`config.mk`:
```
export PLATFORM = sky130hd
export DESIGN_NAME = memory_bus_system
export DESIGN_NICKNAME = d
export VERILOG_FILES = /design/src/mem_bus_pkg.sv /design/src/bus_router.sv /design/src/ddram_read_latch.sv /design/src/io_bridge.sv /design/src/memory_bus_system.sv
export SDC_FILE = /design/constraint.sdc
export NUM_CORES = 1
export LEC_CHECK = 0
export BUFFER_PORTS_ARGS = -buffer_cell sky130_fd_sc_hd__buf_4
export CORE_AREA = 4 4 162 164
export CTS_BUF_LIST = sky130_fd_sc_hd__clkbuf_2
export DETAILED_ROUTE_END_ITERATION = 16
export DIE_AREA = 0 0 166 168
export PLACE_DENSITY = 0.54
export SETUP_SLACK_MARGIN = 0.2
export SLEW_MARGIN = 25
export SYNTH_ARGS = -nofsm -noshare
export SYNTH_HDL_FRONTEND = slang
export SYNTH_SLANG_ARGS = --single-unit
```
`constraint.sdc`:
```
create_clock -name system_clock -period 15.42 [get_ports system_clock]
set_clock_uncertainty 0.2 [all_clocks]
set_input_delay 0.771 -clock system_clock [delete_from_list [all_inputs] [get_ports system_clock]]
set_output_delay 0.771 -clock system_clock [all_outputs]
set_load 0.02 [all_outputs]
```
`src/mem_bus_pkg.sv`:
```
// Memory bus package
// Region encoding, address field positions, bus widths
// Packed request structs for processor, DDRAM, IO, video and ROM download

package mem_bus_pkg;

	////////////////////
	// Address map
	////////////////////

	localparam int REGION_MSB = 31;             // Top two address bits pick the region
	localparam int REGION_LSB = 30;

	localparam int DDRAM_ADDR_WIDTH = 27;       // Word address, cpu bits 28:2
	localparam int IO_ADDR_WIDTH    = 28;       // Word address, cpu bits 29:2
	localparam int VIDEO_ADDR_WIDTH = 27;       // Word address, cpu bits 28:2

	localparam int DATA_WIDTH   = 32;
	localparam int STROBE_WIDTH = 4;            // One per byte lane

	// Region decoded from addr[31:30]
	typedef enum logic [1:0] {
		REGION_DDRAM = 2'b00,
		REGION_SDRAM = 2'b01,                   // Decoded, nothing answers
		REGION_IO    = 2'b10,
		REGION_VIDEO = 2'b11
	} mem_region_e;

	////////////////////
	// Bus structs
	////////////////////

	// Processor memory port, picorv32 style
	typedef struct packed {
		logic                          valid;
		logic [31:0]                   addr;    // Byte address
		logic [DATA_WIDTH-1:0]         wdata;
		logic [STROBE_WIDTH-1:0]       wstrb;   // All zero means read
	} cpu_req_t;

	// DDRAM port
	typedef struct packed {
		logic [DDRAM_ADDR_WIDTH-1:0]   addr;
		logic [DATA_WIDTH-1:0]         wdata;
		logic [STROBE_WIDTH-1:0]       byte_sel;
		logic                          req;
		logic                          rw;      // High for write
	} ddram_req_t;

	// IO controller request, registered
	typedef struct packed {
		logic [IO_ADDR_WIDTH-1:0]      addr;
		logic [DATA_WIDTH-1:0]         wdata;
		logic [STROBE_WIDTH-1:0]       byte_sel;
		logic                          write;
	} io_req_t;

	// Video memory write strobe
	typedef struct packed {
		logic [VIDEO_ADDR_WIDTH-1:0]   addr;
		logic [DATA_WIDTH-1:0]         data;
		logic                          write;
	} video_write_t;

	// ROM download from the loader
	typedef struct packed {
		logic                          active;  // Download in progress, owns DDRAM
		logic [DDRAM_ADDR_WIDTH-1:0]   addr;
		logic [DATA_WIDTH-1:0]         data;
		logic                          write;
	} rom_write_t;

endpackage

```
`src/bus_router.sv`:
```
// Bus router
// Region decode, ROM download steering onto DDRAM, video strobe
// Ready merge and read data return to the cpu

`timescale 1ns/10ps

module bus_router (
	input  mem_bus_pkg::cpu_req_t                 cpu_req,
	input  mem_bus_pkg::rom_write_t               rom_write,

	input  logic                                  ddram_ack,
	input  logic                                  ddram_done,
	input  logic [mem_bus_pkg::DATA_WIDTH-1:0]    ddram_data,

	input  logic                                  io_active,
	input  logic                                  io_done,
	input  logic [mem_bus_pkg::DATA_WIDTH-1:0]    io_data,

	input  logic                                  video_ack,

	output mem_bus_pkg::ddram_req_t               ddram_req,
	output logic                                  rom_ack,
	output logic                                  io_select,
	output mem_bus_pkg::video_write_t             video_write,
	output logic                                  cpu_ready,
	output logic [mem_bus_pkg::DATA_WIDTH-1:0]    cpu_rdata
);

	import mem_bus_pkg::*;

	mem_region_e   region;
	logic          cpu_write;

	////////////////////
	// Region decode
	////////////////////

	// Download takes the DDRAM port, all other selects drop
	always_comb begin
		if (rom_write.active) begin
			region = REGION_DDRAM;
		end else begin
			region = mem_region_e'(cpu_req.addr[REGION_MSB:REGION_LSB]);
		end
	end

	assign cpu_write = |cpu_req.wstrb;             // Any lane set means write
	assign io_select = (region == REGION_IO);

	////////////////////
	// DDRAM port
	////////////////////

	always_comb begin
		ddram_req = '0;                               // Idle unless DDRAM selected
		if (region == REGION_DDRAM) begin
			if (rom_write.active) begin
				// Loader writes go straight through
				ddram_req.addr     = rom_write.addr;
				ddram_req.wdata    = rom_write.data;
				ddram_req.byte_sel = '1;             // Whole words
				ddram_req.req      = rom_write.write;
				ddram_req.rw       = 1'b1;
			end else begin
				ddram_req.addr     = cpu_req.addr[DDRAM_ADDR_WIDTH+1:2];
				ddram_req.wdata    = cpu_req.wdata;
				ddram_req.byte_sel = cpu_req.wstrb;
				ddram_req.req      = cpu_req.valid;
				ddram_req.rw       = cpu_write;
			end
		end
	end

	assign rom_ack = ddram_ack;                      // Loader sees DDRAM ack directly

	////////////////////
	// Video strobe
	////////////////////

	always_comb begin
		video_write = '0;
		if (region == REGION_VIDEO) begin
			video_write.addr = cpu_req.addr[VIDEO_ADDR_WIDTH+1:2];
		end
		video_write.data  = cpu_req.wdata;           // Only meaningful with write
		// Reads from video space get no strobe
		video_write.write = (region == REGION_VIDEO) && cpu_req.valid && cpu_write;
	end

	////////////////////
	// Return to cpu
	////////////////////

	// Video ack passes with no added cycle
	assign cpu_ready = ddram_done | io_done | video_ack;

	// IO wins while its access is open
	always_comb begin
		if (io_active) begin
			cpu_rdata = io_data;
		end else if (ddram_done) begin
			cpu_rdata = ddram_data;
		end else begin
			cpu_rdata = '0;
		end
	end

endmodule

```
`src/ddram_read_latch.sv`:
```
// DDRAM read latch
// Captures read data on the DDRAM ack and holds completion until valid drops

`timescale 1ns/10ps

module ddram_read_latch (
	input  logic                                  system_clock,
	input  logic                                  system_reset,
	input  logic                                  cpu_valid,
	input  logic                                  ddram_ack,
	input  logic [mem_bus_pkg::DATA_WIDTH-1:0]    ddram_rdata,
	output logic                                  ddram_done,
	output logic [mem_bus_pkg::DATA_WIDTH-1:0]    ddram_data
);

	// Completion flag, two states: waiting or holding
	always_ff @(posedge system_clock) begin
		if (system_reset) begin
			ddram_done <= 1'b0;
		end else if (!ddram_done) begin
			if (cpu_valid && ddram_ack) begin
				ddram_done <= 1'b1;                  // Ready one cycle after ack
			end
		end else if (!cpu_valid) begin
			ddram_done <= 1'b0;                      // Cpu took it
		end
	end

	// Data word, loaded with the ack
	always_ff @(posedge system_clock) begin
		if (!ddram_done && cpu_valid && ddram_ack) begin
			ddram_data <= ddram_rdata;
		end
	end

endmodule

```
`src/io_bridge.sv`:
```
// IO bridge
// Registers an IO request, waits for the IO ack, holds the response

`timescale 1ns/10ps

module io_bridge (
	input  logic                                  system_clock,
	input  logic                                  system_reset,
	input  mem_bus_pkg::cpu_req_t                 cpu_req,
	input  logic                                  io_select,
	input  logic                                  io_ack,
	input  logic [mem_bus_pkg::DATA_WIDTH-1:0]    io_rdata,
	output mem_bus_pkg::io_req_t                  io_req,
	output logic                                  io_active,
	output logic                                  io_done,
	output logic [mem_bus_pkg::DATA_WIDTH-1:0]    io_data
);

	import mem_bus_pkg::*;

	io_req_t   next_req;
	logic      start;                               // New IO access seen
	logic      respond;                             // Ack arrives, take the data

	// IO word address and write flag from the cpu request
	always_comb begin
		next_req.addr     = cpu_req.addr[IO_ADDR_WIDTH+1:2];
		next_req.wdata    = cpu_req.wdata;
		next_req.byte_sel = cpu_req.wstrb;
		next_req.write    = |cpu_req.wstrb;
	end

	assign start   = cpu_req.valid && !io_active && io_select;
	assign respond = cpu_req.valid && io_active && !io_done && io_ack;

	////////////////////
	// Control
	////////////////////

	always_ff @(posedge system_clock) begin
		if (system_reset) begin
			io_active <= 1'b0;
			io_done   <= 1'b0;
		end else if (!cpu_req.valid) begin
			io_active <= 1'b0;                       // Both drop after valid falls
			io_done   <= 1'b0;
		end else begin
			if (start) begin
				io_active <= 1'b1;                   // Request level to controller
			end
			if (respond) begin
				io_done <= 1'b1;
			end
		end
	end

	////////////////////
	// Payload
	////////////////////

	always_ff @(posedge system_clock) begin
		if (start) begin
			io_req <= next_req;                      // Held for the whole access
		end
		if (respond) begin
			io_data <= io_rdata;
		end
	end

endmodule

```
`src/memory_bus_system.sv`:
```
// Memory bus fabric top level
// Router, DDRAM read latch and IO bridge between the cpu port and responders

`timescale 1ns/10ps

module memory_bus_system (
	input  logic                                  system_clock,
	input  logic                                  system_reset,

	// Processor port
	input  mem_bus_pkg::cpu_req_t                 cpu_req,
	output logic                                  cpu_ready,
	output logic [mem_bus_pkg::DATA_WIDTH-1:0]    cpu_rdata,

	// ROM loader
	input  mem_bus_pkg::rom_write_t               rom_write,
	output logic                                  rom_ack,

	// DDRAM
	output mem_bus_pkg::ddram_req_t               ddram_req,
	input  logic                                  ddram_ack,
	input  logic [mem_bus_pkg::DATA_WIDTH-1:0]    ddram_rdata,

	// IO controller
	output mem_bus_pkg::io_req_t                  io_req,
	output logic                                  io_active,
	input  logic                                  io_ack,
	input  logic [mem_bus_pkg::DATA_WIDTH-1:0]    io_rdata,

	// Video memory
	output mem_bus_pkg::video_write_t             video_write,
	input  logic                                  video_ack
);

	import mem_bus_pkg::*;

	logic                    ddram_done;    // Latched DDRAM completion
	logic [DATA_WIDTH-1:0]   ddram_data;
	logic                    io_select;     // Current access decodes to IO
	logic                    io_done;
	logic [DATA_WIDTH-1:0]   io_data;

	////////////////////
	// Decode and return
	////////////////////

	bus_router router (
		.cpu_req     (cpu_req),
		.rom_write   (rom_write),
		.ddram_ack   (ddram_ack),
		.ddram_done  (ddram_done),
		.ddram_data  (ddram_data),
		.io_active   (io_active),
		.io_done     (io_done),
		.io_data     (io_data),
		.video_ack   (video_ack),
		.ddram_req   (ddram_req),
		.rom_ack     (rom_ack),
		.io_select   (io_select),
		.video_write (video_write),
		.cpu_ready   (cpu_ready),
		.cpu_rdata   (cpu_rdata)
	);

	// DDRAM read data held for the cpu
	ddram_read_latch ddram_latch (
		.system_clock (system_clock),
		.system_reset (system_reset),
		.cpu_valid    (cpu_req.valid),
		.ddram_ack    (ddram_ack),
		.ddram_rdata  (ddram_rdata),
		.ddram_done   (ddram_done),
		.ddram_data   (ddram_data)
	);

	// IO request register and response hold
	io_bridge io (
		.system_clock (system_clock),
		.system_reset (system_reset),
		.cpu_req      (cpu_req),
		.io_select    (io_select),
		.io_ack       (io_ack),
		.io_rdata     (io_rdata),
		.io_req       (io_req),
		.io_active    (io_active),
		.io_done      (io_done),
		.io_data      (io_data)
	);

endmodule

```
After elaboration in Yosys (flattened, before gate mapping)
Index checks and enable logic that the tools add are counted.
Storage, ports and cells
  flip-flop bits (word level): 132
  input bits: 199
  output and inout port bits: 225
  word-level logic and storage cells: 39
Operators by class
  equality and inequality tests: 2
  muxes and demuxes: 9
  bitwise gates (word level): 3
  reduce and logical (&&, ||, !) cells: 16
Operators with widths (count)
  65-bit 2-to-1 mux: 2
  32-bit 2-to-1 mux: 2
  27-bit 2-to-1 mux: 1
  1-bit logical AND: 10
  2-bit equality test, second input constant: 2
  4-bit OR reduction: 1
  1-bit zero test: 3
  1-bit 2-to-1 mux: 3
  2-bit zero test: 1
  2-bit 2-to-1 mux: 1
  1-bit bitwise OR: 2
  2-bit OR reduction: 1
  1-bit NOT: 1

Depth between registers and ports, before layout
  depth in word-level cells: 4
  depth in mapped cells: 4
  depth with buffers taken out: 2

Cells and area by module
Synthesis repeated with hierarchy kept, for this count alone.
Second synthesis, totals
  cell total of the unflattened synthesis: 402
  area, all modules: 5859.4 sq um
Modules (own cells, without submodules)
  io_bridge: times used 1, cells each 108, area an instance 3000.4 sq um, sequential area each 2952.8 sq um
  bus_router: times used 1, cells each 257, area an instance 1854.3 sq um, sequential area each 0.0 sq um
  ddram_read_latch: times used 1, cells each 37, area an instance 1004.7 sq um, sequential area each 980.9 sq um

Least setup slack after synthesis
OpenSTA, ideal clock, no wires.
  path type: input port to flip-flop
  from: input port rom_write[60] (netlist name)
  to: register io.io_req[0] (netlist name)
  library setup time: 0.581 ns
  arrival: 5.943 ns
  required time: 14.639 ns
  setup slack: 8.696 ns
  stages on the path: 2
  buffers on the path: 0
  cells stage by stage: or3b_1 > nor3b_1
Between the ends
  longest elaborated chain between the ends: 3
RTL lines
  start, declared: RTL line memory_bus_system.sv:16  | input mem_bus_pkg::rom_write_t rom_write,
  2-bit 2-to-1 mux: RTL line bus_router.sv:40  | if (rom_write.active) begin
  2-bit equality test: RTL line bus_router.sv:48  | assign io_select = (region == REGION_IO);
  1-bit logical AND: RTL line io_bridge.sv:33  | assign start = cpu_req.valid && !io_active && io_select;
  net io.start: RTL line io_bridge.sv:22  | logic start;
The timed path passes the listed nets, and every way through them passes these cells.
A chain may end at the register's enable or synchronous reset.

==> key figures <==
Place
  – Placed cell areas: 8710 µm²
  – Dpl hpwl: 17.0 mm
  – PortBufs: 421
  – Routability cong.: 0.835

Worst setup path
  – WP buf/inv: 2
  – Worst setup EP type: primary output
  – Crit path arrival time: 2.45 ns
  – Slowest-stage cell, CP: and3b_1
  – CP max FO: 68
  – Cell family with most CP delay: simple AND/OR/NAND/NOR gates
  – Cell mode on critical path: buf_4
  – Worst Setup SP: rom_write[60]
  – Worst r2r dst: io.io_req[16]
  – Setup Crit Path Kind: input pin to primary output
  – Reg2reg setup slack: 13.20 ns
  – RR Startpoint: io.io_active
  – CP cell instances: buf_4 > and3b_1 > and3_1 > buf_4
  – Highest cell delay on the worst timing path: 0.92 ns
  – CP required: 14.45 ns
  – Worst reg-to-reg path cell count: 2
  – Crit path launch type: input pin
  – CP Depth: 4

Timing
  – Slew Limit Fails: 0
  – # setup viols final: 0
  – Relative slew slack: 0.342
  – Slew of the pin with the lowest slew margin: 0.985 ns
  – Minimum clock period: 3.42 ns
  – Unrepaired setup endpoints after global routing: false
  – Post-Route Setup TNS: 0 ns
  – Final period utilization: 0.222
  – Fmax: 292 MHz
  – Endpoints failing hold: 0

Clock network
  – TritonCTS clock tree: built
  – Clk pin slew, worst setup/hold paths: 0.27 ns
  – Max H-tree Level: 4
  – Clock root cell: clkbuf_2
  – Post-CTS Setup Inserts: 0
  – Number of buffers on the longest clock path: 2
  – CTS buffer count: 17
  – Skew-Pair Late Insertion Delay: 0.69 ns
  – Clock sinks: 132

Route
  – DRT antenna net count: 0
  – Initial DRC Count: 185
  – Routed length per instance: 19.6 µm
  – Vias after detailed routing: 5,032
  – WL final: 23.5 mm
  – Pre-antenna DRT Iters: 6
  – Post-route DRC: 0
  – DR vias/cell: 4.20

Power and ir drop
  – Sequential share of power: 0.508
  – P per Cell Area: 77.7 nW/µm²
  – Combinational power share: 0.225
  – Leakage: 4.49 nW
  – Max VDD drop: 0.0364 mV
  – Total power: 0.796 mW
  – Sw power: 0.244 mW
  – Clk pwr share: 0.267
  – Internal power: 0.552 mW
  – Switching Fraction: 0.306

Synthesis
  – Post-Syn Nets: 532
  – Share of the yosys chip area belonging to registers: 0.717
  – Largest family of logic cells by synthesized area: compound AO/OA/AOI/OAI gates
  – Synth unique cells: 24
  – #FFs+latches synth: 132
  – Synth Area per Inst: 16.5 µm²
  – Post-Syn Area: 5480 µm²
  – Synth Warn #: 0
  – Post-synthesis adder-cell area fraction: 0
  – Xor/xnor cell area share of the yosys netlist: 0
  – Simple-gate share of the synthesized area: 0.0523
  – Post-synthesis mux area share: 0
  – Cell count after synthesis: 333
  – Compound-Gate Fraction of Synth Area: 0.155

Layout
  – Final instance area: 10,300 µm²
  – Fraction of layout instances using a drive strength above 1: 0.536
  – Filler instances: 2,366
  – Synthesis-to-layout area growth: 87.0%
  – Final nets: 1,052

Floorplanning
  – Die ar.: 27,900 µm²
  – Vert. Die Dim: 168 µm
  – Die W: 166 µm
  – Initial Util: 0.220
  – # rows: 58
  – Core box area: 24,900 µm²
  – # IOs: 424

Global route
  – First-pass GRT wire length: 34.4 mm
  – Gr ovfl total: 0
  – Largest net degree at the start of global routing: 69
  – GRT Overall Usage: 0.161
  – Initial antenna violation count: 2
  – Vias in the first global route: 5,342

Job
  – Max_cap viols: 0

Min path
  – Min-delay worst type: input pin to register
  – Hold Crit Start: system_reset
  – Hold Path Cell Cnt: 3
  – Worst Hold Path EP: io.io_done

Run status
  – Run status: finished clean
## worst min-delay path: stages
cell and delay, ns:
buf_4 0.07, nand2b_1 0.17, nor2_1 0.06
## registers in the layout (all words and copies together) (netlist names)
register / count
io.io_req: 65
ddram_latch.ddram_data: 32
io.io_data: 32
ddram_latch.ddram_done: 1
io.io_active: 1
io.io_done: 1
## cell type report
type / instances / area, µm² / share of cell area
Antenna cell: 2 / 5.00 / 0.000488
Clock buffer: 17 / 85.1 / 0.00830
Clock inverter: 15 / 155 / 0.0151
Inverter: 1 / 3.75 / 0.000366
Multi-Input combinational cell: 144 / 1150 / 0.112
Sequential cell: 132 / 3930 / 0.384
Tap cell: 330 / 413 / 0.0403
Timing Repair Buffer: 557 / 4510 / 0.440
## cells by family (layout without fill, tap and decap cells)
logic type / Yosys count / in the layout
AND/OR/NAND/NOR: 45 / 45
AO/OA/AOI/OAI: 99 / 99
buffers and inverters: 57 / 590
other: 0 / 2
flip-flops: 132 / 132
## worst max-delay path by stage
stage                     end  slack, ns
2_1_floorplan    io.io_req[0]       8.70
6_report       video_write[0]      12.00
3_3_place_gp    io.io_req[11]      11.89
5_1_grt        video_write[0]      11.84
3_5_place_dp    io.io_req[10]      11.86
4_1_cts        video_write[0]      11.98
## placed cells by master (no fill, tap or decap)
cell type and instances:
nand2b_1 1, dfxtp_1 3, clkinv_2 1, and2_1 27, a21o_1 5, a21oi_1 2, edfxtp_1 129, dlygate4sd3_1 130
and3_1 1, nor3b_2 1, a22o_1 91, nand2_1 3, inv_8 5, nor2_1 4, o21ai_0 1, nor3_4 1
or4_4 1, and3b_1 1, or3_1 1, inv_1 1, and4b_1 1, clkinv_8 2, diode_2 2, nor2_4 1
nor2b_2 1, inv_6 7, or3b_1 1, buf_4 427, clkbuf_2 17
## stage by stage
stage / instances / hold slack [ns] / util / setup WS (ns)
floorplan: 333 / 0.245 / - / 8.70
global placement: 1034 / 0.262 / 0.350 / 11.89
detailed placement: 1034 / 0.269 / 0.350 / 11.86
CTS: 1195 / 0.00841 / 0.411 / 11.98
global route: 1198 / 0.0313 / 0.412 / 11.84
finish: 1198 / 0.174 / 0.412 / 12.00
## metal layers
metal | part of all wire | GRT usage | routed length, µm | up-vias
met3 | 0.088 | 0.0697 | 2070 | 20
li1 | - | - | - | 2333
met5 | 0 | 0 | 0 | -
met1 | 0.40 | 0.187 | 9300 | 2418
met4 | 0.018 | 0.0438 | 425 | 0
met2 | 0.50 | 0.275 | 11700 | 261
## cells in the mapped netlist
| cell | n | share of area |
|---|---|---|
| a21o_1 | 5 | 0.0068 |
| or3b_1 | 1 | 0.0016 |
| a22o_1 | 91 | 0.15 |
| and3_1 | 1 | 0.0011 |
| or4_4 | 1 | 0.0021 |
| inv_1 | 1 | 0.00068 |
| nor3b_1 | 1 | 0.0014 |
| a21oi_1 | 2 | 0.0018 |
| or3_1 | 1 | 0.0011 |
| and2_1 | 27 | 0.031 |
| nand2b_1 | 1 | 0.0011 |
| buf_4 | 33 | 0.045 |
| and3b_1 | 1 | 0.0016 |
| nor3_4 | 1 | 0.0030 |
| nor2b_1 | 1 | 0.0011 |
| edfxtp_1 | 129 | 0.71 |
| dfxtp_1 | 3 | 0.011 |
| buf_2 | 12 | 0.011 |
| nand2_1 | 3 | 0.0021 |
| nor2_1 | 5 | 0.0034 |
| buf_6 | 8 | 0.016 |
| and4b_1 | 1 | 0.0018 |
| clkbuf_1 | 3 | 0.0021 |
| o21ai_0 | 1 | 0.00091 |
## power groups by stage
| stage | Combinational, mW | Clock, mW | Sequential [mW] |
|---|---|---|---|
| after floorplan | 0.0623 | 0 | 0.417 |
| after global placement | 0.151 | 0 | 0.412 |
| after detailed placement | 0.152 | 0 | 0.412 |
| after CTS | 0.180 | 0.227 | 0.404 |
| after global routing | 0.190 | 0.242 | 0.405 |
| final | 0.179 | 0.213 | 0.404 |
## repair_timing
action	4_1_cts	5_1_grt
endpoints found under the hold margin	129	1
setup endpoints to repair	0	0
gates resized for setup	0	0
hold buffers	129	1
No activity file was read; power rests on OpenSTA's default activity.
